===== src/common/adma_pkg.sv =====
/*
 * adma shared definitions
 * descriptor field positions, descriptor actions, walker states
 * and apb register offsets
 */
package adma_pkg;

   ////////////////////
   // descriptor word 0
   ////////////////////
   localparam int desc_valid_bit = 0;
   localparam int desc_end_bit   = 1;
   localparam int desc_int_bit   = 2;
   localparam int desc_act_lsb   = 4;
   localparam int desc_act_msb   = 5;
   localparam int desc_len_lsb   = 16;
   localparam int desc_len_msb   = 31;   // word 1 is the address

   typedef enum logic [1:0] {
      act_nop  = 2'b00,
      act_rsv  = 2'b01,   // handled as nop
      act_tran = 2'b10,
      act_link = 2'b11
   } desc_action_t;

   typedef enum logic [2:0] {
      st_stop,
      st_fds_start,
      st_fds,
      st_cadr,
      st_tfr_start,
      st_tfr
   } adma_state_t;

   ////////////////////
   // apb offsets
   ////////////////////
   localparam logic [7:0] reg_ctrl   = 8'h00;
   localparam logic [7:0] reg_addr   = 8'h04;
   localparam logic [7:0] reg_status = 8'h08;
   localparam logic [7:0] reg_count  = 8'h0C;

endpackage

===== src/logic/adma_top.sv =====
`timescale 1ns/1ps
/*
 * adma top level
 * register block, walker, fetcher, mover and ram arbiter
 */
module adma_top import adma_pkg::*; #(
   parameter int addr_width = 32,
   parameter int len_width  = 16
) (
   input  logic                  CLK,
   input  logic                  RESET,
   input  logic [7:0]            paddr,
   input  logic                  psel,
   input  logic                  penable,
   input  logic                  pwrite,
   input  logic [31:0]           pwdata,
   output logic [31:0]           prdata,
   output logic                  pready,
   output logic                  pslverr,
   output logic [addr_width-1:0] ram_addr,
   output logic                  ram_read,
   output logic                  ram_write,
   output logic [31:0]           ram_wdata,
   input  logic [31:0]           ram_rdata,
   output logic                  fifo_write,
   output logic [31:0]           fifo_wdata,
   input  logic                  fifo_full,
   output logic                  fifo_read,
   input  logic [31:0]           fifo_rdata,
   input  logic                  fifo_empty,
   output logic                  irq
);
   adma_state_t           state;
   desc_action_t          desc_action;
   logic                  cmd_start, cmd_continue, cmd_stop, direction;
   logic [addr_width-1:0] start_addr, fetch_addr, xfer_addr, desc_addr;
   logic [len_width-1:0]  desc_length, xfer_length;
   logic                  desc_done, desc_int_pulse, desc_error;
   logic                  fetch_start, fetch_done, xfer_start, xfer_done;
   logic                  desc_valid, desc_end, desc_int;
   logic                  f_req_read, f_gnt, f_rvalid;
   logic [addr_width-1:0] f_addr, m_addr;
   logic                  m_req_read, m_req_write, m_gnt, m_rvalid;
   logic [31:0]           m_wdata, rdata;

   adma_regs #(.addr_width(addr_width)) i_regs (
      .CLK(CLK), .RESET(RESET),
      .paddr(paddr), .psel(psel), .penable(penable), .pwrite(pwrite),
      .pwdata(pwdata), .prdata(prdata), .pready(pready), .pslverr(pslverr),
      .state(state), .desc_done(desc_done), .desc_int(desc_int_pulse),
      .desc_error(desc_error), .cmd_start(cmd_start), .cmd_continue(cmd_continue),
      .cmd_stop(cmd_stop), .start_addr(start_addr), .direction(direction), .irq(irq)
   );

   adma_fsm #(.addr_width(addr_width), .len_width(len_width)) i_fsm (
      .CLK(CLK), .RESET(RESET),
      .cmd_start(cmd_start), .cmd_continue(cmd_continue), .cmd_stop(cmd_stop),
      .start_addr(start_addr), .fetch_done(fetch_done), .desc_valid(desc_valid),
      .desc_end(desc_end), .desc_int(desc_int), .desc_action(desc_action),
      .desc_length(desc_length), .desc_addr(desc_addr), .xfer_done(xfer_done),
      .state(state), .fetch_start(fetch_start), .fetch_addr(fetch_addr),
      .xfer_start(xfer_start), .xfer_addr(xfer_addr), .xfer_length(xfer_length),
      .desc_done(desc_done), .desc_int_pulse(desc_int_pulse), .desc_error(desc_error)
   );

   desc_fetch #(.addr_width(addr_width), .len_width(len_width)) i_fetch (
      .CLK(CLK), .RESET(RESET),
      .fetch_start(fetch_start), .fetch_addr(fetch_addr),
      .gnt(f_gnt), .rdata(rdata), .rvalid(f_rvalid),
      .req_read(f_req_read), .req_addr(f_addr), .fetch_done(fetch_done),
      .desc_valid(desc_valid), .desc_end(desc_end), .desc_int(desc_int),
      .desc_action(desc_action), .desc_length(desc_length), .desc_addr(desc_addr)
   );

   data_mover #(.addr_width(addr_width), .len_width(len_width)) i_mover (
      .CLK(CLK), .RESET(RESET),
      .xfer_start(xfer_start), .xfer_addr(xfer_addr), .xfer_length(xfer_length),
      .direction(direction), .gnt(m_gnt), .rdata(rdata), .rvalid(m_rvalid),
      .fifo_full(fifo_full), .fifo_empty(fifo_empty), .fifo_rdata(fifo_rdata),
      .req_read(m_req_read), .req_write(m_req_write), .req_addr(m_addr),
      .req_wdata(m_wdata), .fifo_write(fifo_write), .fifo_wdata(fifo_wdata),
      .fifo_read(fifo_read), .xfer_done(xfer_done)
   );

   ram_arbiter #(.addr_width(addr_width)) i_arb (
      .CLK(CLK), .RESET(RESET),
      .f_req_read(f_req_read), .f_addr(f_addr),
      .m_req_read(m_req_read), .m_req_write(m_req_write), .m_addr(m_addr),
      .m_wdata(m_wdata), .ram_rdata(ram_rdata),
      .f_gnt(f_gnt), .m_gnt(m_gnt), .f_rvalid(f_rvalid), .m_rvalid(m_rvalid),
      .rdata(rdata), .ram_addr(ram_addr), .ram_read(ram_read),
      .ram_write(ram_write), .ram_wdata(ram_wdata)
   );

endmodule


===== src/logic/ram_arbiter.sv =====
`timescale 1ns/1ps
/*
 * ram port arbiter
 * fixed priority to the fetcher, read data steered back to its owner
 */
module ram_arbiter #(
   parameter int addr_width = 32
) (
   input  logic                  CLK,
   input  logic                  RESET,
   input  logic                  f_req_read,
   input  logic [addr_width-1:0] f_addr,
   input  logic                  m_req_read,
   input  logic                  m_req_write,
   input  logic [addr_width-1:0] m_addr,
   input  logic [31:0]           m_wdata,
   input  logic [31:0]           ram_rdata,
   output logic                  f_gnt,
   output logic                  m_gnt,
   output logic                  f_rvalid,
   output logic                  m_rvalid,
   output logic [31:0]           rdata,
   output logic [addr_width-1:0] ram_addr,
   output logic                  ram_read,
   output logic                  ram_write,
   output logic [31:0]           ram_wdata
);
   assign f_gnt     = f_req_read;
   assign m_gnt     = (m_req_read | m_req_write) & ~f_req_read;
   assign ram_read  = f_gnt | (m_gnt & m_req_read);
   assign ram_write = m_gnt & m_req_write;
   assign ram_addr  = f_gnt ? f_addr : m_addr;
   assign ram_wdata = m_wdata;
   assign rdata     = ram_rdata;

   // owner of the read in flight
   always_ff @(posedge CLK) begin
      if (RESET) begin
         f_rvalid <= 1'b0;
         m_rvalid <= 1'b0;
      end else begin
         f_rvalid <= f_gnt;
         m_rvalid <= m_gnt & m_req_read;
      end
   end

endmodule


===== src/adma/data_mover.sv =====
`timescale 1ns/1ps
/*
 * data mover
 * copies a run of 32-bit words between ram and the data fifo,
 * one word in flight, stalling on fifo full or empty
 */
module data_mover #(
   parameter int addr_width = 32,
   parameter int len_width  = 16
) (
   input  logic                  CLK,
   input  logic                  RESET,
   input  logic                  xfer_start,
   input  logic [addr_width-1:0] xfer_addr,
   input  logic [len_width-1:0]  xfer_length,
   input  logic                  direction,
   input  logic                  gnt,
   input  logic [31:0]           rdata,
   input  logic                  rvalid,
   input  logic                  fifo_full,
   input  logic                  fifo_empty,
   input  logic [31:0]           fifo_rdata,
   output logic                  req_read,
   output logic                  req_write,
   output logic [addr_width-1:0] req_addr,
   output logic [31:0]           req_wdata,
   output logic                  fifo_write,
   output logic [31:0]           fifo_wdata,
   output logic                  fifo_read,
   output logic                  xfer_done
);
   typedef enum logic [2:0] {
      m_idle, m_ram_rd, m_ram_wait, m_fifo_wr, m_fifo_rd, m_fifo_wait, m_ram_wr
   } mover_state_t;

   mover_state_t          mstate;
   logic [addr_width-1:0] addr;
   logic [len_width-1:0]  remain;
   logic                  to_fifo;
   logic [31:0]           word;
   logic                  step;   // word retired this cycle
   logic                  last;

   assign req_read   = (mstate == m_ram_rd);
   assign req_write  = (mstate == m_ram_wr);
   assign req_addr   = addr;
   assign req_wdata  = word;
   assign fifo_write = (mstate == m_fifo_wr) & ~fifo_full;
   assign fifo_wdata = word;
   assign fifo_read  = (mstate == m_fifo_rd) & ~fifo_empty;
   assign step       = fifo_write | ((mstate == m_ram_wr) & gnt);
   assign last       = (remain == len_width'(1));

   always_ff @(posedge CLK) begin
      if (RESET) begin
         mstate    <= m_idle;
         remain    <= '0;
         to_fifo   <= 1'b0;
         xfer_done <= 1'b0;
      end else begin
         xfer_done <= 1'b0;
         case (mstate)
            m_idle: begin
               if (xfer_start) begin
                  to_fifo <= direction;
                  remain  <= xfer_length;
                  if (xfer_length == '0)
                     xfer_done <= 1'b1;   // empty run
                  else
                     mstate <= direction ? m_ram_rd : m_fifo_rd;
               end
            end
            m_ram_rd:    if (gnt) mstate <= m_ram_wait;
            m_ram_wait:  if (rvalid) mstate <= m_fifo_wr;
            m_fifo_rd:   if (!fifo_empty) mstate <= m_fifo_wait;
            m_fifo_wait: mstate <= m_ram_wr;
            m_fifo_wr, m_ram_wr: begin
               if (step) begin
                  remain <= remain - len_width'(1);
                  if (last) begin
                     mstate    <= m_idle;
                     xfer_done <= 1'b1;
                  end else begin
                     mstate <= to_fifo ? m_ram_rd : m_fifo_rd;
                  end
               end
            end
            default: mstate <= m_idle;
         endcase
      end
   end

   ////////////////////
   // address and word
   ////////////////////
   always_ff @(posedge CLK) begin
      if ((mstate == m_idle) && xfer_start)
         addr <= xfer_addr;
      else if (step)
         addr <= addr + addr_width'(4);
      if ((mstate == m_ram_wait) && rvalid)
         word <= rdata;
      else if (mstate == m_fifo_wait)
         word <= fifo_rdata;   // fifo data one cycle after read
   end

endmodule


===== src/adma/desc_fetch.sv =====
`timescale 1ns/1ps
/*
 * descriptor fetcher
 * reads both descriptor words through the arbiter and decodes them
 */
module desc_fetch import adma_pkg::*; #(
   parameter int addr_width = 32,
   parameter int len_width  = 16
) (
   input  logic                  CLK,
   input  logic                  RESET,
   input  logic                  fetch_start,
   input  logic [addr_width-1:0] fetch_addr,
   input  logic                  gnt,
   input  logic [31:0]           rdata,
   input  logic                  rvalid,
   output logic                  req_read,
   output logic [addr_width-1:0] req_addr,
   output logic                  fetch_done,
   output logic                  desc_valid,
   output logic                  desc_end,
   output logic                  desc_int,
   output desc_action_t          desc_action,
   output logic [len_width-1:0]  desc_length,
   output logic [addr_width-1:0] desc_addr
);
   typedef enum logic [2:0] {f_idle, f_rd0, f_wait0, f_rd1, f_wait1} fetch_state_t;

   fetch_state_t          fstate;
   logic [addr_width-1:0] addr;
   logic [31:0]           word0;   // attributes and length
   logic [31:0]           word1;   // address

   assign req_read = (fstate == f_rd0) | (fstate == f_rd1);
   assign req_addr = addr;

   always_ff @(posedge CLK) begin
      if (RESET) begin
         fstate     <= f_idle;
         fetch_done <= 1'b0;
      end else begin
         fetch_done <= 1'b0;
         case (fstate)
            f_idle:  if (fetch_start) fstate <= f_rd0;
            f_rd0:   if (gnt) fstate <= f_wait0;
            f_wait0: if (rvalid) fstate <= f_rd1;
            f_rd1:   if (gnt) fstate <= f_wait1;
            f_wait1: begin
               if (rvalid) begin
                  fstate     <= f_idle;
                  fetch_done <= 1'b1;
               end
            end
            default: fstate <= f_idle;
         endcase
      end
   end

   always_ff @(posedge CLK) begin
      if (fetch_start)
         addr <= fetch_addr;
      else if ((fstate == f_wait0) && rvalid)
         addr <= addr + addr_width'(4);   // second word
      if ((fstate == f_wait0) && rvalid)
         word0 <= rdata;
      if ((fstate == f_wait1) && rvalid)
         word1 <= rdata;
   end

   assign desc_valid  = word0[desc_valid_bit];
   assign desc_end    = word0[desc_end_bit];
   assign desc_int    = word0[desc_int_bit];
   assign desc_action = desc_action_t'(word0[desc_act_msb:desc_act_lsb]);
   assign desc_length = word0[desc_len_lsb +: len_width];
   assign desc_addr   = word1[addr_width-1:0];

endmodule


===== src/adma/adma_fsm.sv =====
`timescale 1ns/1ps
/*
 * adma descriptor walker
 * steps through the descriptor table, decides on each descriptor
 * and hands fetches and transfers to the fetcher and mover
 */
module adma_fsm import adma_pkg::*; #(
   parameter int addr_width = 32,
   parameter int len_width  = 16
) (
   input  logic                  CLK,
   input  logic                  RESET,
   input  logic                  cmd_start,
   input  logic                  cmd_continue,
   input  logic                  cmd_stop,
   input  logic [addr_width-1:0] start_addr,
   input  logic                  fetch_done,
   input  logic                  desc_valid,
   input  logic                  desc_end,
   input  logic                  desc_int,
   input  desc_action_t          desc_action,
   input  logic [len_width-1:0]  desc_length,
   input  logic [addr_width-1:0] desc_addr,
   input  logic                  xfer_done,
   output adma_state_t           state,
   output logic                  fetch_start,
   output logic [addr_width-1:0] fetch_addr,
   output logic                  xfer_start,
   output logic [addr_width-1:0] xfer_addr,
   output logic [len_width-1:0]  xfer_length,
   output logic                  desc_done,
   output logic                  desc_int_pulse,
   output logic                  desc_error
);
   adma_state_t           next_state;
   logic [addr_width-1:0] ptr;        // table pointer
   logic                  stop_req;   // latched stop command
   logic                  finish;

   assign fetch_start = (state == st_fds_start);
   assign fetch_addr  = ptr;
   assign xfer_start  = (state == st_tfr_start);
   assign xfer_addr   = desc_addr;
   assign xfer_length = desc_length;
   assign finish      = desc_end | stop_req;

   assign desc_done  = (state == st_tfr) & xfer_done;
   assign desc_error = (state == st_fds) & fetch_done & ~desc_valid;
   // tran reports int at the end of its data, the others in cadr
   assign desc_int_pulse = desc_int &
                           (desc_done | ((state == st_cadr) & (desc_action != act_tran)));

   ////////////////////
   // next state
   ////////////////////
   always_comb begin
      next_state = state;
      case (state)
         st_stop:
            if (cmd_start | cmd_continue)
               next_state = st_fds_start;
         st_fds_start:
            next_state = st_fds;
         st_fds:
            if (fetch_done)
               next_state = desc_valid ? st_cadr : st_stop;
         st_cadr: begin
            if (desc_action == act_tran)
               next_state = st_tfr_start;
            else if (finish)
               next_state = st_stop;
            else
               next_state = st_fds_start;
         end
         st_tfr_start:
            next_state = st_tfr;
         st_tfr:
            if (xfer_done)
               next_state = finish ? st_stop : st_fds_start;
         default:
            next_state = st_stop;
      endcase
   end

   always_ff @(posedge CLK) begin
      if (RESET) begin
         state    <= st_stop;
         ptr      <= '0;
         stop_req <= 1'b0;
      end else begin
         state <= next_state;

         if (state == st_stop)
            stop_req <= 1'b0;   // each run starts clean
         else if (cmd_stop)
            stop_req <= 1'b1;

         // continue keeps ptr, so a halted walk resumes in place
         if ((state == st_stop) && cmd_start)
            ptr <= start_addr;
         else if (state == st_cadr)
            ptr <= (desc_action == act_link) ? desc_addr : ptr + addr_width'(8);
      end
   end

endmodule


===== src/adma/adma_regs.sv =====
`timescale 1ns/1ps
/*
 * adma register block
 * apb slave for control pulses, start address, status, sticky irq
 * and the count of completed tran descriptors
 */
module adma_regs import adma_pkg::*; #(
   parameter int addr_width = 32
) (
   input  logic                  CLK,
   input  logic                  RESET,
   input  logic [7:0]            paddr,
   input  logic                  psel,
   input  logic                  penable,
   input  logic                  pwrite,
   input  logic [31:0]           pwdata,
   output logic [31:0]           prdata,
   output logic                  pready,
   output logic                  pslverr,
   input  adma_state_t           state,
   input  logic                  desc_done,
   input  logic                  desc_int,
   input  logic                  desc_error,
   output logic                  cmd_start,
   output logic                  cmd_continue,
   output logic                  cmd_stop,
   output logic [addr_width-1:0] start_addr,
   output logic                  direction,
   output logic                  irq
);
   logic        access;
   logic        mapped;
   logic        wr_ctrl;
   logic        wr_clear;   // status write with bit 8
   logic        adma_error;
   logic [15:0] desc_count;

   assign access   = psel & penable;
   assign mapped   = (paddr == reg_ctrl) || (paddr == reg_addr) ||
                     (paddr == reg_status) || (paddr == reg_count);
   assign wr_ctrl  = access & pwrite & (paddr == reg_ctrl);
   assign wr_clear = access & pwrite & (paddr == reg_status) & pwdata[8];
   assign pready   = 1'b1;   // zero wait states
   assign pslverr  = access & ~mapped;

   always_ff @(posedge CLK) begin
      if (RESET) begin
         cmd_start    <= 1'b0;
         cmd_continue <= 1'b0;
         cmd_stop     <= 1'b0;
         start_addr   <= '0;
         direction    <= 1'b0;
         irq          <= 1'b0;
         adma_error   <= 1'b0;
         desc_count   <= '0;
      end else begin
         cmd_start    <= wr_ctrl & pwdata[0];
         cmd_continue <= wr_ctrl & pwdata[1];
         cmd_stop     <= wr_ctrl & pwdata[3];
         if (wr_ctrl)
            direction <= pwdata[2];   // 1 = ram to fifo
         if (access & pwrite & (paddr == reg_addr))
            start_addr <= pwdata[addr_width-1:0];

         // a new event wins over a clear in the same cycle
         if (desc_int)
            irq <= 1'b1;
         else if (wr_clear)
            irq <= 1'b0;
         if (desc_error)
            adma_error <= 1'b1;
         else if (wr_clear)
            adma_error <= 1'b0;

         if (cmd_start)
            desc_count <= '0;
         else if (desc_done)
            desc_count <= desc_count + 16'd1;
      end
   end

   // read mux
   always_comb begin
      prdata = '0;
      case (paddr)
         reg_ctrl:   prdata[2] = direction;
         reg_addr:   prdata[addr_width-1:0] = start_addr;
         reg_status: begin
            prdata[2:0] = state;
            prdata[3]   = (state != st_stop);   // busy
            prdata[4]   = adma_error;
            prdata[8]   = irq;
         end
         reg_count:  prdata[15:0] = desc_count;
         default:    prdata = '0;
      endcase
   end

endmodule


===== config.mk =====
export PLATFORM = sky130hd
export DESIGN_NAME = adma_top
export DESIGN_NICKNAME = d
export VERILOG_FILES = /design/src/common/adma_pkg.sv /design/src/logic/adma_top.sv /design/src/logic/ram_arbiter.sv /design/src/adma/data_mover.sv /design/src/adma/desc_fetch.sv /design/src/adma/adma_fsm.sv /design/src/adma/adma_regs.sv
export SDC_FILE = /design/constraint.sdc
export NUM_CORES = 1
export LEC_CHECK = 0
export BUFFER_PORTS_ARGS = -buffer_cell sky130_fd_sc_hd__buf_4
export CORE_MARGIN = 8
export CORE_UTILIZATION = 35
export DETAILED_ROUTE_END_ITERATION = 6
export PLACE_DENSITY = 0.52
export RECOVER_POWER = 50
export SLEW_MARGIN = 0
export SYNTH_ARGS = -nofsm -noshare
export SYNTH_HDL_FRONTEND = slang
export SYNTH_SLANG_ARGS = --single-unit
export TNS_END_PERCENT = 50

===== constraint.sdc =====
create_clock -name CLK -period 5.47 [get_ports CLK]
set_input_delay 0.547 -clock CLK [delete_from_list [all_inputs] [get_ports CLK]]
set_output_delay 0.547 -clock CLK [all_outputs]
set_load 0.01 [all_outputs]

[Word level (Yosys, flattened, before mapping)]
Index checks and enable logic that the tools add are counted.
W data, S select, Z words.
Storage, ports and cells
  flip-flop bits (word level): 277
  input port bits: 111
  output and inout bits: 135
  word-level logic and storage cells: 180
Cells by class
  $add $sub $neg: 5
  equality and inequality tests: 36
  muxes and demuxes: 52
  bitwise gates (word level): 33
  reduce and logical (&&, ||, !) cells: 30
Operator list (count)
  $mux W32: 10
  $add A32 B3 Y32 const B: 2
  $mux W3: 18
  $mux W16: 3
  $pmux W3 S6: 2
  $add A32 B4 Y32 const B: 1
  $pmux W16 S2: 1
  $and A1 B1 Y1: 20
  $ne A2 B1 Y1 const B: 10
  $eq A3 B2 Y1 const B: 6
  $eq A3 B3 Y1 const B: 6
  $add A16 B1 Y16 const B: 1
  $eq A16 B1 Y1 const B: 1
  $eq A8 B4 Y1 const B: 2
  $logic_not A16 Y1: 1
  $sub A16 B1 Y16 const B: 1
  $pmux W3 S5: 1
  $pmux W7 S2: 1
  $reduce_bool A2 Y1: 7
  $pmux W2 S3: 2
  $ne A2 B2 Y1 const B: 5
  $eq A3 B1 Y1 const B: 3
  $logic_not A3 Y1: 3
  $mux W1: 9
  other kinds (18): 40

[Logic depth before layout (Yosys ltp)]
Gate-level depths: netlist (run 1).
  depth in word-level cells: 8
  mapped depth: 9
  mapped depth without buffers: 7

[Cells and area by module]
Synthesis (run 1) repeated with hierarchy kept, for this count alone.
Unflattened totals
  cells, all modules: 1621
  area total of the unflattened synthesis: 15675.0 µm²
By module, submodules not included
  data_mover: instances 1, cells an instance 482, area an instance 4872.2 µm², sequential area each 2342.2 µm²
  desc_fetch: instances 1, cells an instance 272, area an instance 3678.5 µm², sequential area each 2632.5 µm²
  adma_fsm: instances 1, cells an instance 422, area an instance 3108.0 µm², sequential area each 720.7 µm²
  adma_regs: instances 1, cells an instance 337, area an instance 2935.3 µm², sequential area each 1081.0 µm²
  ram_arbiter: instances 1, cells an instance 108, area an instance 1081.0 µm², sequential area each 40.0 µm²

[Worst setup path before layout (run 1)]
Ideal clock, no wire load.
  path kind: reg2reg
  from: register i_fetch.fstate[2]
  to: register i_fetch.word1[0], in the netlist i_fetch.desc_addr[0] (enable)
  setup time: 504 ps
  arrival: 3636 ps
  data required time: 4966 ps
  path slack: 1330 ps
  stages on the path, launching flop included: 2
  buffers on the path: 0
  clock period less this slack: 4140 ps
  cell sequence: dfxtp_1 nor4bb_1
Between the ends
  cells in the longest elaborated chain, start to end: 2
RTL lines
  start: declaration: RTL line desc_fetch.sv:29  | fetch_state_t fstate;
  start signal: assignment: RTL line desc_fetch.sv:39  | fstate <= f_idle;
  start signal: assignment: RTL line desc_fetch.sv:44  | f_idle: if (fetch_start) fstate <= f_rd0;
  start signal: assignment: RTL line desc_fetch.sv:45  | f_rd0: if (gnt) fstate <= f_wait0;
  $eq A3 B3 Y1: RTL line desc_fetch.sv:66  | if ((fstate == f_wait1) && rvalid)
  $logic_and A1 B1 Y1: RTL line desc_fetch.sv:66
  end signal: assignment: RTL line desc_fetch.sv:67  | word1 <= rdata;
  end: declaration: RTL line desc_fetch.sv:32  | logic [31:0] word1;
No other way between the ends.
A chain may end at the register's enable or synchronous reset.

[Final worst setup path (run 1)]
  from: register i_fsm.state[1]
  to: register i_fetch.addr[3], in the netlist i_fetch.req_addr[3] (data pin)
Between the ends
  cells in the longest elaborated chain, start to end: 2
RTL lines
  start: declaration: RTL line adma_fsm.sv:25  | output adma_state_t state,
  start signal: assignment: RTL line adma_fsm.sv:87  | state <= st_stop;
  start signal: assignment: RTL line adma_fsm.sv:91  | state <= next_state;
  $eq A3 B1 Y1: RTL line adma_fsm.sv:40  | assign fetch_start = (state == st_fds_start);
  $mux W32: RTL line desc_fetch.sv:60  | if (fetch_start)
  end signal: assignment: RTL line desc_fetch.sv:61  | addr <= fetch_addr;
  end signal: assignment: RTL line desc_fetch.sv:63  | addr <= addr + addr_width'(4);
  end: declaration: RTL line desc_fetch.sv:30  | logic [addr_width-1:0] addr;
No other way between the ends.

==> results.toml, run 1 <==
[run_status]
outcome = "finished with violations"
violations = "DRC, capacitance limit, slew limit"

[floorplanning]
core_um2 = 38700
die-area_um2 = 45900
io_pins = 246
start_util_pct = 35.5
die_h_um = 214
die_x_um = 214
num_rows = 72

[worst_setup_path]
r2r_slack_ns = 1.67
crit_buf_inv = 1
worstSetupStartpointType = "register"
crit_type = "register to register"
end_kind = "register"
critPathArrivalTime_ns = 4.12
crit_chain = "nand2b_1, nor2_1, clkbuf_1, mux2_2"
slowest_delay_ns = 1.94
crit_family = "buffers and inverters"
critPathMaxFanout = 63
slowest_stage = "clkbuf_1"
worst_ep_required_time_ns = 5.79

[placement]
placed_cells = 2130
gp_congestion = 0.933
dpl.hpwl_mm = 35.4
port-buffer-count = 244

[logic_synthesis]
synthArstFlopShare_pct = 0
synth.distinct_cells = 70
ys_ff_latch = 266
synth_fp_nets = 1598
synthFlopType = "edfxtp_1"
yosys_warnings = 0
synthCells = 1481
ys_seq_area_share_pct = 49.5
syn-cell-area_um2 = 13800
synth-edff-count = 149
avgSynthCellArea_um2 = 9.29

[timing]
period_share_pct = 69.5
tns_ns = 0
tightest_slew_ns = 2.96
max_freq_mhz = 263
slew_viol_final = 202
fin_crit_ns = 3.80
hold_viol_final = 0
setup_violations = 0
fin_skew_ns = 0.0146
grt_setup_unrepaired = "false"
relSlewSlack_pct = -97.4

[power]
p_leak_uw = 0.00550
ir_drop_mv = 0.200
power_density_nw_per_um2 = 275

[final_layout]
multiInputGateArea_um2 = 6240
final_common_cell = "nand2_1"
syn2layout_area_growth_pct = 19.2
final_cells = 2186
nets = 1761
area.sequential_um2 = 6820
n_antenna_cell = 0
mostFrequentLayoutCells = "nand2_1, buf_4, edfxtp_1, dfxtp_1, clkbuf_1"
drive_gt1_share_pct = 15.5
nFillCells = 4000

[clock_network]
cts_tree = "done"
cts_setup_buffers = 0
ctsRootBufferMaster = "clkbuf_16"
cts_resized = 0
clkTransAtPathRegs_ns = 0.06
h-tree-depth = 1
clock_latency_ns = 0.57
max-clock-path-buffers = 3
numClockSinks = 266
cts_buffers = 30
cts_hold_buf = 0

[drt]
postRouteAntennaNets = 0
first_pass_iters = 7
drc_errors = 1
avgRoutedWirePerCell_um = 21.6
drtIter0Drc = 1102
post_drt_via_cell_ratio = 5.34
vias = 11674
drt_wl_total_mm = 47.1

[worst_hold_path]
hold_path_class = "input pin to register"

[global_routing]
grt_first_pass_wirelength_mm = 71.4
grt_max_degree = 64
track_usage_pct = 19.7
grt_overflow = 0
antenna_found_initial = 0
grt_pass1_vias = 11505

[job]
maxCapViolCount = 5
## per-layer routing
metal	wire length (um)	global-route usage [%]	share of wire, %	vias up
met5	0	0	0	-
met4	1220	6.06	2.6	0
met3	3350	3.70	7.1	68
met2	20600	29.5	44	445
met1	22000	28.3	47	5564
li1	-	-	-	5597
## Yosys cell counts (17+ instances only)
cell type,count,area share (%)
a21oi_1,79,2.9
a22oi_1,17,0.93
and2_1,32,1.5
buf_4,34,1.9
clkbuf_1,79,2.2
dfxtp_1,117,17
edfxtp_1,149,33
inv_1,24,0.65
mux2_2,38,3.1
nand2_1,270,7.4
nand3_1,50,1.8
nand4_1,28,1.3
nor2_1,96,2.6
nor3_1,37,1.3
nor4_1,19,0.86
o21ai_0,80,2.9
xnor2_1,49,3.1
xor2_1,45,2.9
## flip-flops by register name (all words and copies together), names as in the netlist, 3 cells and up
signal              cells
i_fetch.req_addr       32
i_fsm.state             3
i_mover.remain         16
i_regs.desc_count      16
i_fetch.desc_addr      32
i_mover.req_addr       32
i_mover.fifo_wdata     32
i_fetch.fstate          3
i_mover.mstate          3
i_regs.start_addr      32
i_fsm.fetch_addr       32
i_fetch.word0          21
## worst reg2reg max path, delay by kind of cell (launching register included)
kind	cells	cell delay [ns]
buffers and inverters	1	1.94
DFF	1	0.55
muxes	1	0.51
and+or+nand+nor	2	0.56
## stage by stage
| step | hold slack (ns) | area [um^2] | power (uW) | setup slack, ns | util, % |
|---|---|---|---|---|---|
| 2_1_floorplan | 0.429 | 13800 | 2300 | 1.33 | - |
| 3_3_place_gp | 0.445 | 15800 | 2420 | 2.35 | 40.7 |
| 3_5_place_dp | 0.448 | 15800 | 2430 | 2.26 | 40.7 |
| 4_1_cts | 0.126 | 16800 | 4570 | 2.27 | 43.4 |
| 5_1_grt | 0.165 | 16400 | 4650 | 1.33 | 42.3 |
| 6_report | 0.185 | 16400 | 4510 | 1.67 | 42.3 |
## logic make-up after synthesis
family | count (synthesis) | share of synthesized area [%]
AOI/OAI and AO/OA | 290 | 13.0
xor gates and xnor gates | 94 | 5.98
adders and majority gates | 6 | 0.545
buffers and inverters | 154 | 5.24
DFF | 266 | 49.5
muxes | 45 | 3.71
other | 1 | 0.0272
and+or+nand+nor | 625 | 22.0
## where the power goes
group | internal (uW) | leakage (uW) | switching (uW)
Sequential | 2130 | 0.00229 | 23.0
Clock | 1280 | 0.000506 | 849
Combinational | 96.1 | 0.00270 | 125
Total | 3510 | 0.00550 | 998
## final timing paths
| path | start | to | cells after the start |
|---|---|---|---|
| worst min register to register | i_regs.adma_error | i_regs.adma_error | 2 |
| worst max-delay path | i_fsm.state[1] | i_fetch.req_addr[3] | 4 |
| worst min-delay path | ram_rdata[9] | i_fetch.desc_addr[9] | 1 |
| worst max register to register | i_fsm.state[1] | i_fetch.req_addr[3] | 4 |
## area by class of cell
class | count | share of cell area, %
Sequential cell | 266 | 41.6
Inverter | 27 | 0.625
Timing Repair Buffer | 258 | 9.50
Multi-Input combinational cell | 1061 | 38.0
Clock inverter | 16 | 1.33
Tap cell | 518 | 3.95
Clock buffer | 40 | 4.99
No activity file was read; power rests on OpenSTA's default activity.
==> run 2, diff against run 1 <==
PLACE_DENSITY = 0.54   (was 0.52)
clock period = 3.1 ns   (was 5.47 ns; I/O delays follow)
==> results.toml, run 2 (same netlist as run 1, synthesis figures left out) <==
[clock_network]
clock_latency_ns = 0.56
clkTransAtPathRegs_ns = 0.06
cts_setup_buffers = 0
ctsRootBufferMaster = "clkbuf_16"
max-clock-path-buffers = 3
cts_hold_buf = 59
cts_resized = 0
numClockSinks = 266
h-tree-depth = 1
cts_buffers = 31
cts_tree = "done"

[timing]
fin_hold_ws_ns = 0.0150
tns_ns = 0
period_share_pct = 88.4
setup_violations = 0
fin_skew_ns = 0.0249
slew_viol_final = 43
fin_crit_ns = 2.74
hold_viol_final = 0
grt_setup_unrepaired = "false"
max_freq_mhz = 365
relSlewSlack_pct = -31.4
tightest_slew_ns = 1.97

[drt]
avgRoutedWirePerCell_um = 21.1
drt_wl_total_mm = 47.7
wl_met3_mm = 3.25
wl_met1_mm = 22.4
drc_errors = 1
vias = 12107
post_drt_via_cell_ratio = 5.35
postRouteAntennaNets = 0
wl_met2_mm = 20.8
routed.top_layer = "met4"
drtIter0Drc = 1173
first_pass_iters = 7

[global_routing]
antenna_found_initial = 1
grt_max_degree = 64
grt_pass1_vias = 11922
grt_first_pass_wirelength_mm = 72.1
grt_overflow = 0
track_usage_pct = 19.6

[final_layout]
multiInputGateArea_um2 = 6240
final_cells = 2261
nets = 1836
syn2layout_area_growth_pct = 23.6
drive_gt1_share_pct = 15.7
nFillCells = 3899
n_antenna_cell = 0
final_common_cell = "nand2_1"
area.sequential_um2 = 6820
mostFrequentLayoutCells = "nand2_1, buf_4, edfxtp_1, dfxtp_1, clkbuf_1"
final_cell_area_um2 = 17000

[worst_setup_path]
worst_ep_required_time_ns = 3.40
worstSetupStartpointType = "register"
critPathArrivalTime_ns = 3.04
crit_type = "register to register"
critPathMaxFanout = 63
end_kind = "register"

[run_status]
violations = "DRC, capacitance limit, slew limit"
outcome = "finished with violations"

[placement]
placed_cells = 2145
port-buffer-count = 244
gp_congestion = 0.921
place_area_um2 = 15900
dpl.hpwl_mm = 36.0

[worst_hold_path]
hold_path_class = "input pin to register"

[floorplanning]
start_util_pct = 35.5
io_pins = 246
die-area_um2 = 45900
num_rows = 72
die_x_um = 214
core_um2 = 38700
die_h_um = 214

[power]
power_density_nw_per_um2 = 452
power_uw = 7690
p_leak_uw = 0.00578
ir_drop_mv = 0.390

[job]
maxCapViolCount = 1
==> run 2: cell types whose count changed in the layout (fill, tap and decap cells not counted), moves of 2 or more <==
cell	change
dlygate4sd3_1	+59
mux2_1	-2
and2_0	-2
clkbuf_2	+5
clkbuf_1	+5
clkinv_2	+2
clkbuf_4	+2
clkbuf_16	+2
buf_4	+5
and2_1	+2
bufinv_16	-5
mux2_2	+2
==> run 2: area by class of cell <==
cell class | instances | area share (%)
well taps | 518 | 3.81
flip-flops and latches | 266 | 40.1
repair buffers | 332 | 13.2
multi-input cells | 1061 | 36.7
inverters | 27 | 0.603
clock inverters | 11 | 0.346
clock buffers | 46 | 5.25
==> run 2: power by group <==
| group | total [uW] | leakage [uW] | internal (uW) | switching, uW |
|---|---|---|---|---|
| Sequential | 3800 | 0.00229 | 3760 | 40.9 |
| Clock | 3430 | 0.000470 | 1980 | 1450 |
| Combinational | 454 | 0.00302 | 219 | 235 |
==> run 2: critical path, stage by stage, from the launching register on <==
cell and delay (ns):
dfxtp_1 0.49, nand2b_1 0.28, nor2_1 0.31, clkbuf_2 0.95
mux2_2 0.42
==> run 2: path summary, 6_finish.rpt <==
kind / endpoint / from / depth (start not counted) / slack [ns]
max: i_fetch.req_addr[3] / i_fsm.state[1] / 4 / 0.36
min: i_regs.start_addr[13] / pwdata[13] / 3 / 0.01
min reg2reg: i_regs.adma_error / i_regs.adma_error / 2 / 0.46
max reg2reg: i_fetch.req_addr[3] / i_fsm.state[1] / 4 / 0.36
==> run 2: stage by stage <==
stage | utilization [%] | setup WS, ns
floorplan | - | 0.204
global placement | 41.0 | 0.728
detailed placement | 41.0 | 0.690
CTS | 45.0 | 0.424
global route | 43.9 | 0.239
finish | 43.9 | 0.360
==> run 2: metal layers <==
layer  up-vias  global-route usage (%)
li1       5735                       -
met1      5768                    28.6
met2       537                    29.7
met3        67                    3.06
met4         0                    5.51
met5         -                       0
==> run 3, diff against run 2 <==
CELL_PAD_IN_SITES_DETAIL_PLACEMENT = 1   (was default)
CELL_PAD_IN_SITES_GLOBAL_PLACEMENT = 1   (was default)
PLACE_DENSITY = 0.68   (was 0.54)
==> results.toml, run 3 (same netlist as run 1, synthesis figures left out) <==
[clock_network]
max-clock-path-buffers = 3
cts_buffers = 30
ctsRootBufferMaster = "clkbuf_16"
h-tree-depth = 1
numClockSinks = 266
cts_resized = 0
clock_latency_ns = 0.57
cts_tree = "done"
clkTransAtPathRegs_ns = 0.06

[drt]
drt_wl_total_mm = 50.8
drc_errors = 0
vias = 12294
first_pass_iters = 5
post_drt_via_cell_ratio = 5.42
postRouteAntennaNets = 0
drtIter0Drc = 825
avgRoutedWirePerCell_um = 22.4

[global_routing]
grt_pass1_vias = 12797
track_usage_pct = 21.1
grt_overflow = 0
grt_first_pass_wirelength_mm = 77.4
antenna_found_initial = 1
grt_max_degree = 54

[worst_setup_path]
crit_buf_inv = 1
crit_family = "simple AND/OR/NAND/NOR gates"
crit_chain = "nand2b_1, nor2_1, clkbuf_1, mux2_2"
crit_path_start = "i_fsm.state[0]"
path_depth = 4
critPathArrivalTime_ns = 3.13
critPathMaxFanout = 15
endpoint = "i_fetch.req_addr[3]"
slowest_stage = "nor2_1"
slowest_delay_ns = 0.80
worstSetupStartpointType = "register"
ff2ff_path_depth = 4
rr_endpoint = "i_fetch.req_addr[3]"
worst_ep_required_time_ns = 3.41
crit_type = "register to register"
r2r_start = "i_fsm.state[0]"
r2r_slack_ns = 0.28
end_kind = "register"

[final_layout]
final_common_cell = "nand2_1"
drive_gt1_share_pct = 15.9
mostFrequentLayoutCells = "nand2_1, buf_4, edfxtp_1, dfxtp_1, clkbuf_1"
syn2layout_area_growth_pct = 24.6
final_cells = 2267
n_antenna_cell = 0
nets = 1842

[run_status]
outcome = "complete, no violations"

[placement]
port-buffer-count = 244
dpl.hpwl_mm = 37.9
gp_congestion = 0.866
placed_cells = 2149

[floorplanning]
die-area_um2 = 45900
io_pins = 246
die_x_um = 214
num_rows = 72
start_util_pct = 35.5
core_um2 = 38700
die_h_um = 214

[power]
p_leak_uw = 0.00583
power_uw = 7870
ir_drop_mv = 0.404
power_density_nw_per_um2 = 459

[job]
maxCapViolCount = 0

[worst_hold_path]
min_path_cells = 3
hold_path_class = "input pin to register"

[timing]
fin_hold_ws_ns = 0.0253
hold_viol_final = 0
tightest_slew_ns = 1.18
setup_violations = 0
slew_viol_final = 0
relSlewSlack_pct = 21.4
grt_setup_unrepaired = "false"
fin_crit_ns = 2.82
period_share_pct = 91.1
tns_ns = 0
max_freq_mhz = 354
fin_skew_ns = 0.0152
==> run 3: changes by cell type in the layout (fill, tap and decap cells not counted), sizes merged <==
cell and delta:
dlygate4sd3 +3, bufinv +2, clkbuf -2, buf +8
clkinv -4, clkinvlp -1
==> run 3: metal layers <==
| metal | up-vias | part of all wire (%) | global-route usage (%) |
|---|---|---|---|
| met3 | 59 | 5.9 | 3.60 |
| li1 | 5764 | - | - |
| met5 | - | 0.026 | 0 |
| met4 | 2 | 2.1 | 4.87 |
| met1 | 6096 | 45 | 28.7 |
| met2 | 373 | 47 | 34.8 |
==> run 3: final cells by class <==
class,instances,area (um^2)
fill,4512,21600
sequential,266,6820
multi-input combinational,1061,6230
timing repair buffer,339,2350
clock buffer,48,898
tap,518,648
inverter,27,103
clock inverter,8,101
==> run 3: timing repair <==
action                    in CTS  in global routing
hold endpoints to repair      87                  0
hold buffers                  62                  0
buffers inserted               0                  0
==> run 3: worst min-delay path: stages <==
cell and delay (ns):
buf_4 0.11, nand2_1 0.06, a21oi_1 0.06
==> run 3: worst min-delay path by stage <==
stage	startpoint	end
final	pwdata[15]	i_regs.start_addr[15]
after CTS	pwdata[15]	i_regs.start_addr[15]
after global routing	pwdata[15]	i_regs.start_addr[15]
after floorplan	ram_rdata[0]	i_fetch.desc_addr[0]
after detailed placement	i_regs.adma_error	i_regs.adma_error
after global placement	i_regs.adma_error	i_regs.adma_error
==> run 3: report_power, final <==
group,internal (uW),switching (uW)
logic,228,241
registers,3760,42.9
clock network,2140,1460
total,6130,1740
==> run 3: through the flow <==
stage,util (%),worst slack (ns),instance area (um^2)
2_1_floorplan,-,0.204,13800
3_3_place_gp,41.2,0.664,15900
3_5_place_dp,41.2,0.574,15900
4_1_cts,45.4,0.483,17600
5_1_grt,44.3,0.171,17100
6_report,44.3,0.276,17100
